### src/common/lnkbank_config.svh
// Size macros for the linked-list message bank
// Included by the package, the RTL and the testbench

`ifndef LNKBANK_CONFIG_SVH
`define LNKBANK_CONFIG_SVH

////////////////////////////////////////
// Identifiers
////////////////////////////////////////

// One ordered list per AXI identifier
`define LNKBANK_NUM_IDS 4
`define LNKBANK_ID_W 2

////////////////////////////////////////
// Storage
////////////////////////////////////////

// Slots shared by all identifiers
`define LNKBANK_DEPTH 8
`define LNKBANK_ADDR_W 3
`define LNKBANK_PAYLOAD_W 8

`endif

### src/common/lnkbank_pkg.sv
// Types shared by the message bank and its testbench
// Sizes come from the config header

`include "lnkbank_config.svh"

package lnkbank_pkg;

  // Scalar fields
  typedef logic [`LNKBANK_ID_W-1:0] id_t;
  typedef logic [`LNKBANK_ADDR_W-1:0] addr_t;
  typedef logic [`LNKBANK_PAYLOAD_W-1:0] payload_t;

  // One extra bit so a completely full list still fits
  typedef logic [`LNKBANK_ADDR_W:0] len_t;

  // Message as seen on both the input and the output side
  typedef struct packed {
    id_t      id;
    payload_t payload;
  } msg_t;

  // Word of the metadata RAM, link to the following element
  typedef struct packed {
    addr_t nxt;
  } next_ptr_t;

  // RAM port requests
  typedef struct packed {
    logic  en;
    addr_t addr;
  } rd_req_t;

  typedef struct packed {
    logic  en;
    addr_t addr;
  } wr_req_t;

endpackage

### src/rtl/lnkbank_ram.sv
// Behavioral two-port RAM, one write port and one registered read port
// The word type is a parameter so payload and link storage share this code

`include "lnkbank_config.svh"

module lnkbank_ram #(
  parameter type data_t = logic,
  parameter int unsigned depth = `LNKBANK_DEPTH
) (
  input  logic                 clk_i,

  // Write port
  input  lnkbank_pkg::wr_req_t i_wr,
  input  data_t                i_wdata,

  // Read port, data one cycle after the request
  input  lnkbank_pkg::rd_req_t i_rd,
  output data_t                o_rdata
);

  data_t mem [depth];

  // Synchronous write
  always_ff @(posedge clk_i) begin
    if (i_wr.en) begin
      mem[i_wr.addr] <= i_wdata;
    end
  end

  // Registered read, returns the old word on a same-cycle collision
  // Data holds while no read is requested
  always_ff @(posedge clk_i) begin
    if (i_rd.en) begin
      o_rdata <= mem[i_rd.addr];
    end
  end

endmodule

### src/lnkbank/lnkbank_free_slots.sv
// Slot occupancy of the message bank
// Gives the lowest free slot for the next write and flags a full bank

`include "lnkbank_config.svh"

module lnkbank_free_slots (
  input  logic               clk_i,
  input  logic               rst_ni,

  // Slot taken by an accepted message
  input  logic               i_alloc,
  input  lnkbank_pkg::addr_t i_alloc_addr,

  // Slot freed by an output handshake
  input  logic               i_release,
  input  lnkbank_pkg::addr_t i_release_addr,

  output lnkbank_pkg::addr_t o_free_addr,
  output logic               o_full
);

  // One valid bit per slot
  logic [`LNKBANK_DEPTH-1:0] slot_v_q;
  logic [`LNKBANK_DEPTH-1:0] slot_v_d;

  // Set on allocation, clear on release
  always_comb begin
    slot_v_d = slot_v_q;
    if (i_alloc) begin
      slot_v_d[i_alloc_addr] = 1'b1;
    end
    if (i_release) begin
      slot_v_d[i_release_addr] = 1'b0;
    end
  end

  always_ff @(posedge clk_i or negedge rst_ni) begin
    if (!rst_ni) begin
      slot_v_q <= '0;
    end else begin
      slot_v_q <= slot_v_d;
    end
  end

  // Priority search, downward scan so the lowest clear slot wins
  always_comb begin
    o_free_addr = '0;
    for (int k = `LNKBANK_DEPTH - 1; k >= 0; k--) begin
      if (!slot_v_q[k]) begin
        o_free_addr = lnkbank_pkg::addr_t'(k);
      end
    end
  end

  assign o_full = &slot_v_q;

endmodule

### src/lnkbank/lnkbank_queue_ptrs.sv
// Per-identifier list pointers of the message bank
// Tracks head, tail, next-tail and length and drives the RAM writes
// An empty list keeps its pointers on the lowest free slot

`include "lnkbank_config.svh"

module lnkbank_queue_ptrs (
  input  logic                   clk_i,
  input  logic                   rst_ni,

  // Input handshake and the slot it fills
  input  logic                   i_push,
  input  lnkbank_pkg::id_t       i_push_id,
  input  lnkbank_pkg::addr_t     i_free_addr,

  // Output handshake from the arbiter
  input  logic                   i_pop,
  input  lnkbank_pkg::id_t       i_pop_id,

  // Link read back one cycle after a pop
  input  lnkbank_pkg::next_ptr_t i_meta_rdata,

  output lnkbank_pkg::wr_req_t   o_payload_wr,
  output lnkbank_pkg::wr_req_t   o_meta_wr,
  output lnkbank_pkg::next_ptr_t o_meta_wdata,
  output lnkbank_pkg::rd_req_t   o_meta_rd,

  // State seen by the arbiter
  output lnkbank_pkg::addr_t     o_tails [`LNKBANK_NUM_IDS],
  output lnkbank_pkg::addr_t     o_next_tails [`LNKBANK_NUM_IDS],
  output lnkbank_pkg::len_t      o_len_after_pop [`LNKBANK_NUM_IDS]
);

  ////////////////////////////////////////
  // Pointer state
  ////////////////////////////////////////

  // Head is the newest slot, tail the oldest, next-tail the one after it
  lnkbank_pkg::addr_t head_q [`LNKBANK_NUM_IDS];
  lnkbank_pkg::addr_t head_d [`LNKBANK_NUM_IDS];
  lnkbank_pkg::addr_t tail_q [`LNKBANK_NUM_IDS];
  lnkbank_pkg::addr_t tail_d [`LNKBANK_NUM_IDS];
  lnkbank_pkg::addr_t next_tail_q [`LNKBANK_NUM_IDS];
  lnkbank_pkg::addr_t next_tail_d [`LNKBANK_NUM_IDS];
  // Next-tail with the pending RAM reload applied
  lnkbank_pkg::addr_t next_tail_eff [`LNKBANK_NUM_IDS];

  lnkbank_pkg::len_t  len_q [`LNKBANK_NUM_IDS];
  lnkbank_pkg::len_t  len_d [`LNKBANK_NUM_IDS];
  lnkbank_pkg::len_t  len_after_pop [`LNKBANK_NUM_IDS];

  // Next-tail must come from the metadata RAM in the following cycle
  logic [`LNKBANK_NUM_IDS-1:0] reload_q;
  logic [`LNKBANK_NUM_IDS-1:0] reload_d;

  always_comb begin
    for (int i = 0; i < `LNKBANK_NUM_IDS; i++) begin
      next_tail_eff[i] = reload_q[i] ? i_meta_rdata.nxt : next_tail_q[i];

      if (i_pop && i_pop_id == lnkbank_pkg::id_t'(i)) begin
        len_after_pop[i] = len_q[i] - lnkbank_pkg::len_t'(1);
      end else begin
        len_after_pop[i] = len_q[i];
      end

      if (i_push && i_push_id == lnkbank_pkg::id_t'(i)) begin
        len_d[i]  = len_after_pop[i] + lnkbank_pkg::len_t'(1);
        head_d[i] = i_free_addr;
      end else begin
        len_d[i]  = len_after_pop[i];
        head_d[i] = head_q[i];
      end

      // Two or more left after a pop, fetch the new next-tail link
      reload_d[i] = i_pop && i_pop_id == lnkbank_pkg::id_t'(i) &&
                    len_after_pop[i] >= lnkbank_pkg::len_t'(2);

      if (len_after_pop[i] == '0) begin
        // Empty list, everything sits on the free slot
        head_d[i]      = i_free_addr;
        tail_d[i]      = i_free_addr;
        next_tail_d[i] = i_free_addr;
      end else begin
        // Pop moves the tail one element ahead
        tail_d[i] = (i_pop && i_pop_id == lnkbank_pkg::id_t'(i)) ? next_tail_eff[i] : tail_q[i];
        // Single element left, next-tail waits for the next push
        if (len_after_pop[i] == lnkbank_pkg::len_t'(1)) begin
          next_tail_d[i] = i_free_addr;
        end else begin
          next_tail_d[i] = next_tail_eff[i];
        end
      end
    end
  end

  always_ff @(posedge clk_i or negedge rst_ni) begin
    if (!rst_ni) begin
      head_q      <= '{default: '0};
      tail_q      <= '{default: '0};
      next_tail_q <= '{default: '0};
      len_q       <= '{default: '0};
      reload_q    <= '0;
    end else begin
      head_q      <= head_d;
      tail_q      <= tail_d;
      next_tail_q <= next_tail_d;
      len_q       <= len_d;
      reload_q    <= reload_d;
    end
  end

  ////////////////////////////////////////
  // RAM requests
  ////////////////////////////////////////

  always_comb begin
    // Payload goes to the free slot
    o_payload_wr.en   = i_push;
    o_payload_wr.addr = i_free_addr;
    // Link the old head to the new slot if the list stays non-empty
    o_meta_wr.en      = i_push && len_after_pop[i_push_id] != '0;
    o_meta_wr.addr    = head_q[i_push_id];
    o_meta_wdata.nxt  = i_free_addr;
    // Read the link of the element that becomes the tail
    o_meta_rd.en      = i_pop && len_after_pop[i_pop_id] >= lnkbank_pkg::len_t'(2);
    o_meta_rd.addr    = next_tail_eff[i_pop_id];
  end

  assign o_tails         = tail_q;
  assign o_next_tails    = next_tail_eff;
  assign o_len_after_pop = len_after_pop;

endmodule

### src/lnkbank/lnkbank_release_arb.sv
// Output arbiter of the message bank
// Picks the lowest non-empty identifier, issues the payload read and
// holds the presented identifier and slot until the output handshake

`include "lnkbank_config.svh"

module lnkbank_release_arb (
  input  logic                 clk_i,
  input  logic                 rst_ni,
  input  logic                 i_out_ready,

  // List state after this cycle's pop
  input  lnkbank_pkg::addr_t   i_tails [`LNKBANK_NUM_IDS],
  input  lnkbank_pkg::addr_t   i_next_tails [`LNKBANK_NUM_IDS],
  input  lnkbank_pkg::len_t    i_len_after_pop [`LNKBANK_NUM_IDS],

  output lnkbank_pkg::rd_req_t o_payload_rd,
  output logic                 o_pop,
  output lnkbank_pkg::id_t     o_pop_id,
  output lnkbank_pkg::addr_t   o_release_addr,
  output logic                 o_out_valid,
  output lnkbank_pkg::id_t     o_out_id
);

  // Presented message
  logic               out_valid_q;
  lnkbank_pkg::id_t   out_id_q;
  lnkbank_pkg::addr_t out_addr_q;

  // Choice for the next cycle
  logic               sel_valid;
  lnkbank_pkg::id_t   sel_id;
  lnkbank_pkg::addr_t sel_addr;

  assign o_pop = out_valid_q && i_out_ready;

  // Downward scan so the lowest non-empty identifier wins
  always_comb begin
    sel_valid = 1'b0;
    sel_id    = '0;
    sel_addr  = '0;
    for (int i = `LNKBANK_NUM_IDS - 1; i >= 0; i--) begin
      if (i_len_after_pop[i] != '0) begin
        sel_valid = 1'b1;
        sel_id    = lnkbank_pkg::id_t'(i);
        // Tail is leaving now, its successor is next in line
        if (o_pop && out_id_q == lnkbank_pkg::id_t'(i)) begin
          sel_addr = i_next_tails[i];
        end else begin
          sel_addr = i_tails[i];
        end
      end
    end
  end

  always_ff @(posedge clk_i or negedge rst_ni) begin
    if (!rst_ni) begin
      out_valid_q <= 1'b0;
      out_id_q    <= '0;
      out_addr_q  <= '0;
    end else begin
      out_valid_q <= sel_valid;
      out_id_q    <= sel_id;
      out_addr_q  <= sel_addr;
    end
  end

  // Payload arrives with the registered choice
  assign o_payload_rd.en   = sel_valid;
  assign o_payload_rd.addr = sel_addr;

  assign o_pop_id       = out_id_q;
  assign o_release_addr = out_addr_q;
  assign o_out_valid    = out_valid_q;
  assign o_out_id       = out_id_q;

endmodule

### src/lnkbank/lnkbank_top.sv
// Linked-list message bank, top level
// Messages share one payload RAM and form one ordered list per identifier
// Output presents the oldest message of the lowest non-empty identifier

`include "lnkbank_config.svh"

module lnkbank_top (
  input  logic              clk_i,
  input  logic              rst_ni,

  // Input side
  input  logic              i_in_valid,
  input  lnkbank_pkg::msg_t i_in_msg,
  output logic              o_in_ready,

  // Output side
  output logic              o_out_valid,
  output lnkbank_pkg::msg_t o_out_msg,
  input  logic              i_out_ready
);

  ////////////////////////////////////////
  // Internal nets
  ////////////////////////////////////////

  lnkbank_pkg::addr_t     free_addr;
  logic                   full;
  logic                   push;
  logic                   pop;
  lnkbank_pkg::id_t       pop_id;
  lnkbank_pkg::addr_t     release_addr;
  lnkbank_pkg::id_t       out_id;

  // RAM ports
  lnkbank_pkg::wr_req_t   payload_wr;
  lnkbank_pkg::rd_req_t   payload_rd;
  lnkbank_pkg::payload_t  payload_rdata;
  lnkbank_pkg::wr_req_t   meta_wr;
  lnkbank_pkg::next_ptr_t meta_wdata;
  lnkbank_pkg::rd_req_t   meta_rd;
  lnkbank_pkg::next_ptr_t meta_rdata;

  // Per-identifier list state
  lnkbank_pkg::addr_t     tails [`LNKBANK_NUM_IDS];
  lnkbank_pkg::addr_t     next_tails [`LNKBANK_NUM_IDS];
  lnkbank_pkg::len_t      len_after_pop [`LNKBANK_NUM_IDS];

  // Ready depends on valid, refused when full or while a message leaves
  assign o_in_ready = i_in_valid && !full && !pop;
  assign push       = i_in_valid && o_in_ready;

  assign o_out_msg.id      = out_id;
  assign o_out_msg.payload = payload_rdata;

  ////////////////////////////////////////
  // Storage
  ////////////////////////////////////////

  lnkbank_ram #(.data_t(lnkbank_pkg::payload_t)) u_payload_ram (
    .clk_i, .i_wr(payload_wr), .i_wdata(i_in_msg.payload), .i_rd(payload_rd), .o_rdata(payload_rdata)
  );

  lnkbank_ram #(.data_t(lnkbank_pkg::next_ptr_t)) u_meta_ram (
    .clk_i, .i_wr(meta_wr), .i_wdata(meta_wdata), .i_rd(meta_rd), .o_rdata(meta_rdata)
  );

  ////////////////////////////////////////
  // Control
  ////////////////////////////////////////

  lnkbank_free_slots u_free_slots (
    .clk_i, .rst_ni,
    .i_alloc(push), .i_alloc_addr(free_addr),
    .i_release(pop), .i_release_addr(release_addr),
    .o_free_addr(free_addr), .o_full(full)
  );

  lnkbank_queue_ptrs u_queue_ptrs (
    .clk_i, .rst_ni,
    .i_push(push), .i_push_id(i_in_msg.id), .i_free_addr(free_addr),
    .i_pop(pop), .i_pop_id(pop_id), .i_meta_rdata(meta_rdata),
    .o_payload_wr(payload_wr), .o_meta_wr(meta_wr), .o_meta_wdata(meta_wdata), .o_meta_rd(meta_rd),
    .o_tails(tails), .o_next_tails(next_tails), .o_len_after_pop(len_after_pop)
  );

  lnkbank_release_arb u_release_arb (
    .clk_i, .rst_ni, .i_out_ready,
    .i_tails(tails), .i_next_tails(next_tails), .i_len_after_pop(len_after_pop),
    .o_payload_rd(payload_rd), .o_pop(pop), .o_pop_id(pop_id), .o_release_addr(release_addr),
    .o_out_valid(o_out_valid), .o_out_id(out_id)
  );

endmodule

### config.mk
export PLATFORM = sky130hd
export DESIGN_NAME = lnkbank_top
export DESIGN_NICKNAME = d
export VERILOG_FILES = /design/src/common/lnkbank_pkg.sv /design/src/rtl/lnkbank_ram.sv /design/src/lnkbank/lnkbank_free_slots.sv /design/src/lnkbank/lnkbank_queue_ptrs.sv /design/src/lnkbank/lnkbank_release_arb.sv /design/src/lnkbank/lnkbank_top.sv
export VERILOG_INCLUDE_DIRS = /design/src /design/src/common
export SDC_FILE = /design/constraint.sdc
export NUM_CORES = 1
export LEC_CHECK = 0
export ABC_AREA = 1
export BUFFER_PORTS_ARGS = -buffer_cell sky130_fd_sc_hd__buf_2
export CORE_UTILIZATION = 40
export DETAILED_ROUTE_END_ITERATION = 6
export PLACE_DENSITY_LB_ADDON = 0.25
export SLEW_MARGIN = 20
export SYNTH_ARGS = -nofsm -noshare
export SYNTH_HDL_FRONTEND = slang
export SYNTH_SLANG_ARGS = --single-unit
### constraint.sdc
create_clock -name clk_i -period 8.4 [get_ports clk_i]
set_clock_uncertainty 0.1 [all_clocks]
set_input_delay 0.42 -clock clk_i [delete_from_list [all_inputs] [get_ports clk_i]]
set_output_delay 0.42 -clock clk_i [all_outputs]
set_load 0.05 [all_outputs]
==> qor.yml <==
clock_tree:
  cts.clk_slew.worst_paths_ps: 70
  cts.path.max_buffers: 2
  cts_hold_buf: 0
  ctsResizeCount: 0
  clock_latency_ps: 440
  root_buffer: "clkbuf_16"
  cts.sinks: 169
  htree_levels: 4
  cts-buffers-inserted: 17
  cts_setup_buffers: 0
  cts_tree: "yes"
job:
  maxCapViolCount: 0
setup_path:
  worstSetupEndpointType: "flop"
  arrival_ps: 4010
  crit_path_top_delay_cell: "o21ai_1"
  crit_top_cell: "nand2_1"
  critPathRequiredTime_ps: 8490
  timing.rr.end: "u_payload_ram.o_rdata[7]"
  critPathMaxFanout: 33
  worstRegToRegCells: 15
  cp_cell_sequence: "nand2_2, inv_2, nand2_1, o21ai_1, inv_1, ha_1, nand4_4, nor2_1, nor2_2, buf_4, nand2_2, nand2_1, nand3_1, nand3_1, nand2_1"
  rrSetupSlack_ps: 4480
  reg2reg_from: "u_release_arb.o_out_valid"
  cp-startpoint: "u_release_arb.o_out_valid"
  slowest_delay_ps: 590
  cp-start-kind: "flop"
  worstSetupPathType: "reg -> reg"
placed_design:
  io_buffers: 25
  dp_cells: 1112
  place_congestion: 0.848
  hpwl_microns: 12700
  pre_cts_slack_ps: 4370
routing:
  ant_nets: 0
  first_iter_violations: 431
  wl_per_cell_microns: 16.4
  drc: 0
  routed_wirelength_microns: 18800
  drtPass1Iterations: 6
  vias: 5759
  avgViaCountPerCell: 5.03
timing:
  tightest_slew_ps: 1140
  timing.final.ws_setup_ps: 4480
  whs_ps: 13.6
  period_share_pct: 46.6
  setup_tns_ps: 0
  slew_viol_final: 0
  finalSetupViolCount: 0
  fmax_mhz: 255
  slew_headroom_pct: 23.4
  final_hold_viol_count: 0
  grt_setup_unrepaired: "false"
  fin_crit_ps: 3920
power:
  combPwrFrac_pct: 41.9
  p_per_area_mw_per_mm2: 379
  p_leak_nw: 3.84
  p_sw_share_pct: 43.8
  switching_power_w: 0.00151
  vdd_drop_max_v: 0.000195
  pwr-share-clk_pct: 23.4
  p_int_w: 0.00193
  p_seq_share_pct: 34.7
synthesis:
  syn_avg_cell_area_sq_um: 9.61
  yosys_warnings: 0
  synth_top_area_cell: "edfxtp_1"
  synth-seq-cells: 169
  synth.area.top_cells: "edfxtp_1 37%, dfrtp_1 22%, nand2_1 10%"
  ys_seq_area_share_pct: 58.7
  syn_inst: 837
  syn_nets: 871
  synth_edf_count: 99
  synth_area_sq_mm: 0.00805
  yosysTopAreaCellShare_pct: 37.0
  synth_ff_type: "edfxtp_1"
  async_flop_share_pct: 41.4
  synth_cell_type_count: 41
global_route:
  grt_start_max_net_pins: 71
  grt_overflow: 0
  grtUsageTotal_pct: 19.4
  grt_antenna_before_repair: 0
  first_global_vias: 5479
  grt_pass1_wl_microns: 29500
die:
  ios: 26
  chipWidth_microns: 144
  die_h_microns: 144
  core_area_sq_mm: 0.0196
  dieArea_sq_mm: 0.0207
  start_util_pct: 41.1
  rows: 51
layout:
  syn_to_final_growth_pct: 12.8
  fin_cells: 1144
  drive_gt1_share_pct: 11.3
  n_fill_cell: 1849
  antennaDiodeCount: 0
  nets: 900
outcome:
  status: "finished clean"
hold_path:
  hold_path.class: "in -> async"
## synthesized netlist by cell type, types with 3 or more instances
cell type	n
nand2_1	216
buf_2	6
ha_1	20
clkbuf_1	5
dfrtp_1	70
nand3_1	88
mux2_2	3
buf_4	5
nand4_1	6
o22ai_1	12
o21ai_0	70
edfxtp_1	99
a2bb2oi_1	4
xor2_1	11
nor2_2	5
xnor2_1	4
a22oi_1	5
a21oi_1	15
inv_1	76
nand2_2	10
nor3_1	11
o21ai_1	5
nor2_1	59
inv_2	9
## metrics by stage
stage          util [%]  area, sq um  total power [W]
4_1_cts            46.3         9080          0.00346
5_1_grt            46.3         9080          0.00369
3_3_place_gp       43.1         8440          0.00263
6_report           46.3         9080          0.00344
3_5_place_dp       43.1         8440          0.00264
2_1_floorplan         -         8050          0.00228
## flip-flops by register name, indices dropped and copies added (netlist names), 2 cells and up
register and count:
u_release_arb.o_release_addr 3, u_meta_ram.o_rdata 3, u_release_arb.o_out_id 2, u_meta_ram.mem 24
u_payload_ram.mem 64, u_free_slots.slot_v_q 8, u_queue_ptrs.reload_q 4, u_queue_ptrs.next_tail_q 12
u_queue_ptrs.len_q 16, u_payload_ram.o_rdata 8, u_queue_ptrs.head_q 12, u_queue_ptrs.o_tails 12
## power groups by stage
stage	clock network [W]	logic, W	registers (W)
after detailed placement	0	0.00143	0.00121
after global routing	0.000854	0.00163	0.00121
after floorplan	0	0.00103	0.00126
final	0.000807	0.00144	0.00119
after global placement	0	0.00142	0.00121
after CTS	0.000819	0.00144	0.00120
## final cells by class
class / count / area, sq um / area share (%)
Inverter: 85 / 319 / 3.52
Sequential cell: 169 / 4720 / 52.1
Clock buffer: 17 / 425 / 4.69
Clock inverter: 15 / 209 / 2.30
Timing Repair Buffer: 28 / 150 / 1.65
Multi-Input combinational cell: 565 / 2920 / 32.1
Tap cell: 265 / 332 / 3.65
## how the worst max path moves through the flow
stage | end | slack [ps] | cells past startpoint
after floorplan | u_payload_ram.mem[3][0] | 4790 | 5
after global placement | u_payload_ram.o_rdata[7] | 4400 | 16
after detailed placement | u_payload_ram.o_rdata[2] | 4370 | 16
after CTS | u_payload_ram.o_rdata[7] | 4460 | 15
after global routing | u_payload_ram.o_rdata[7] | 4100 | 15
final | u_payload_ram.o_rdata[7] | 4480 | 15
## layer usage
| layer | wire length [microns] | track usage [%] | part of all wire [%] |
|---|---|---|---|
| met5 | 0 | 0 | 0 |
| met4 | 380 | 7.84 | 2.0 |
| met3 | 766 | 3.33 | 4.1 |
| met2 | 8930 | 31.4 | 48 |
| met1 | 8690 | 25.7 | 46 |
## kinds of logic (layout without fill, tap and decap cells)
logic type / count (synthesis) / after routing / synth area share, %
flip-flops: 169 / 169 / 58.7
AO/OA/AOI/OAI: 120 / 120 / 8.43
multiplexers: 5 / 5 / 0.669
buffers and inverters: 103 / 145 / 5.32
adder cells (fa/ha/maj): 20 / 20 / 3.11
AND/OR/NAND/NOR: 405 / 405 / 22.1
XOR/XNOR: 15 / 15 / 1.63
## critical path, delay by kind of cell, from the launching register on
kind	cells	cell delay (ps)
compound gates	1	590
fa+ha+maj	1	260
buf+inv	3	630
flops	1	360
simple gates	10	1700
## cell usage in the layout (no fill, tap or decap), types with 2 or more instances in the layout
cell type / instances
inv_2: 9
and2_1: 2
inv_1: 76
edfxtp_1: 99
o22ai_1: 12
clkbuf_16: 17
nor2_2: 6
nor2_1: 58
mux2i_1: 2
inv_8: 4
nand4_1: 6
ha_1: 20
nor2_4: 2
a22oi_1: 5
a21oi_1: 15
xor2_1: 11
xnor2_1: 4
dfrtp_1: 70
nand4_4: 2
buf_4: 4
nand2_1: 216
nand3_1: 88
nand2_2: 10
nor3_1: 11
mux2_2: 3
o21ai_0: 70
clkinv_8: 7
buf_2: 24
o21ai_1: 5
inv_12: 2
a2bb2oi_1: 4
Power figures use the tool's default switching activity.
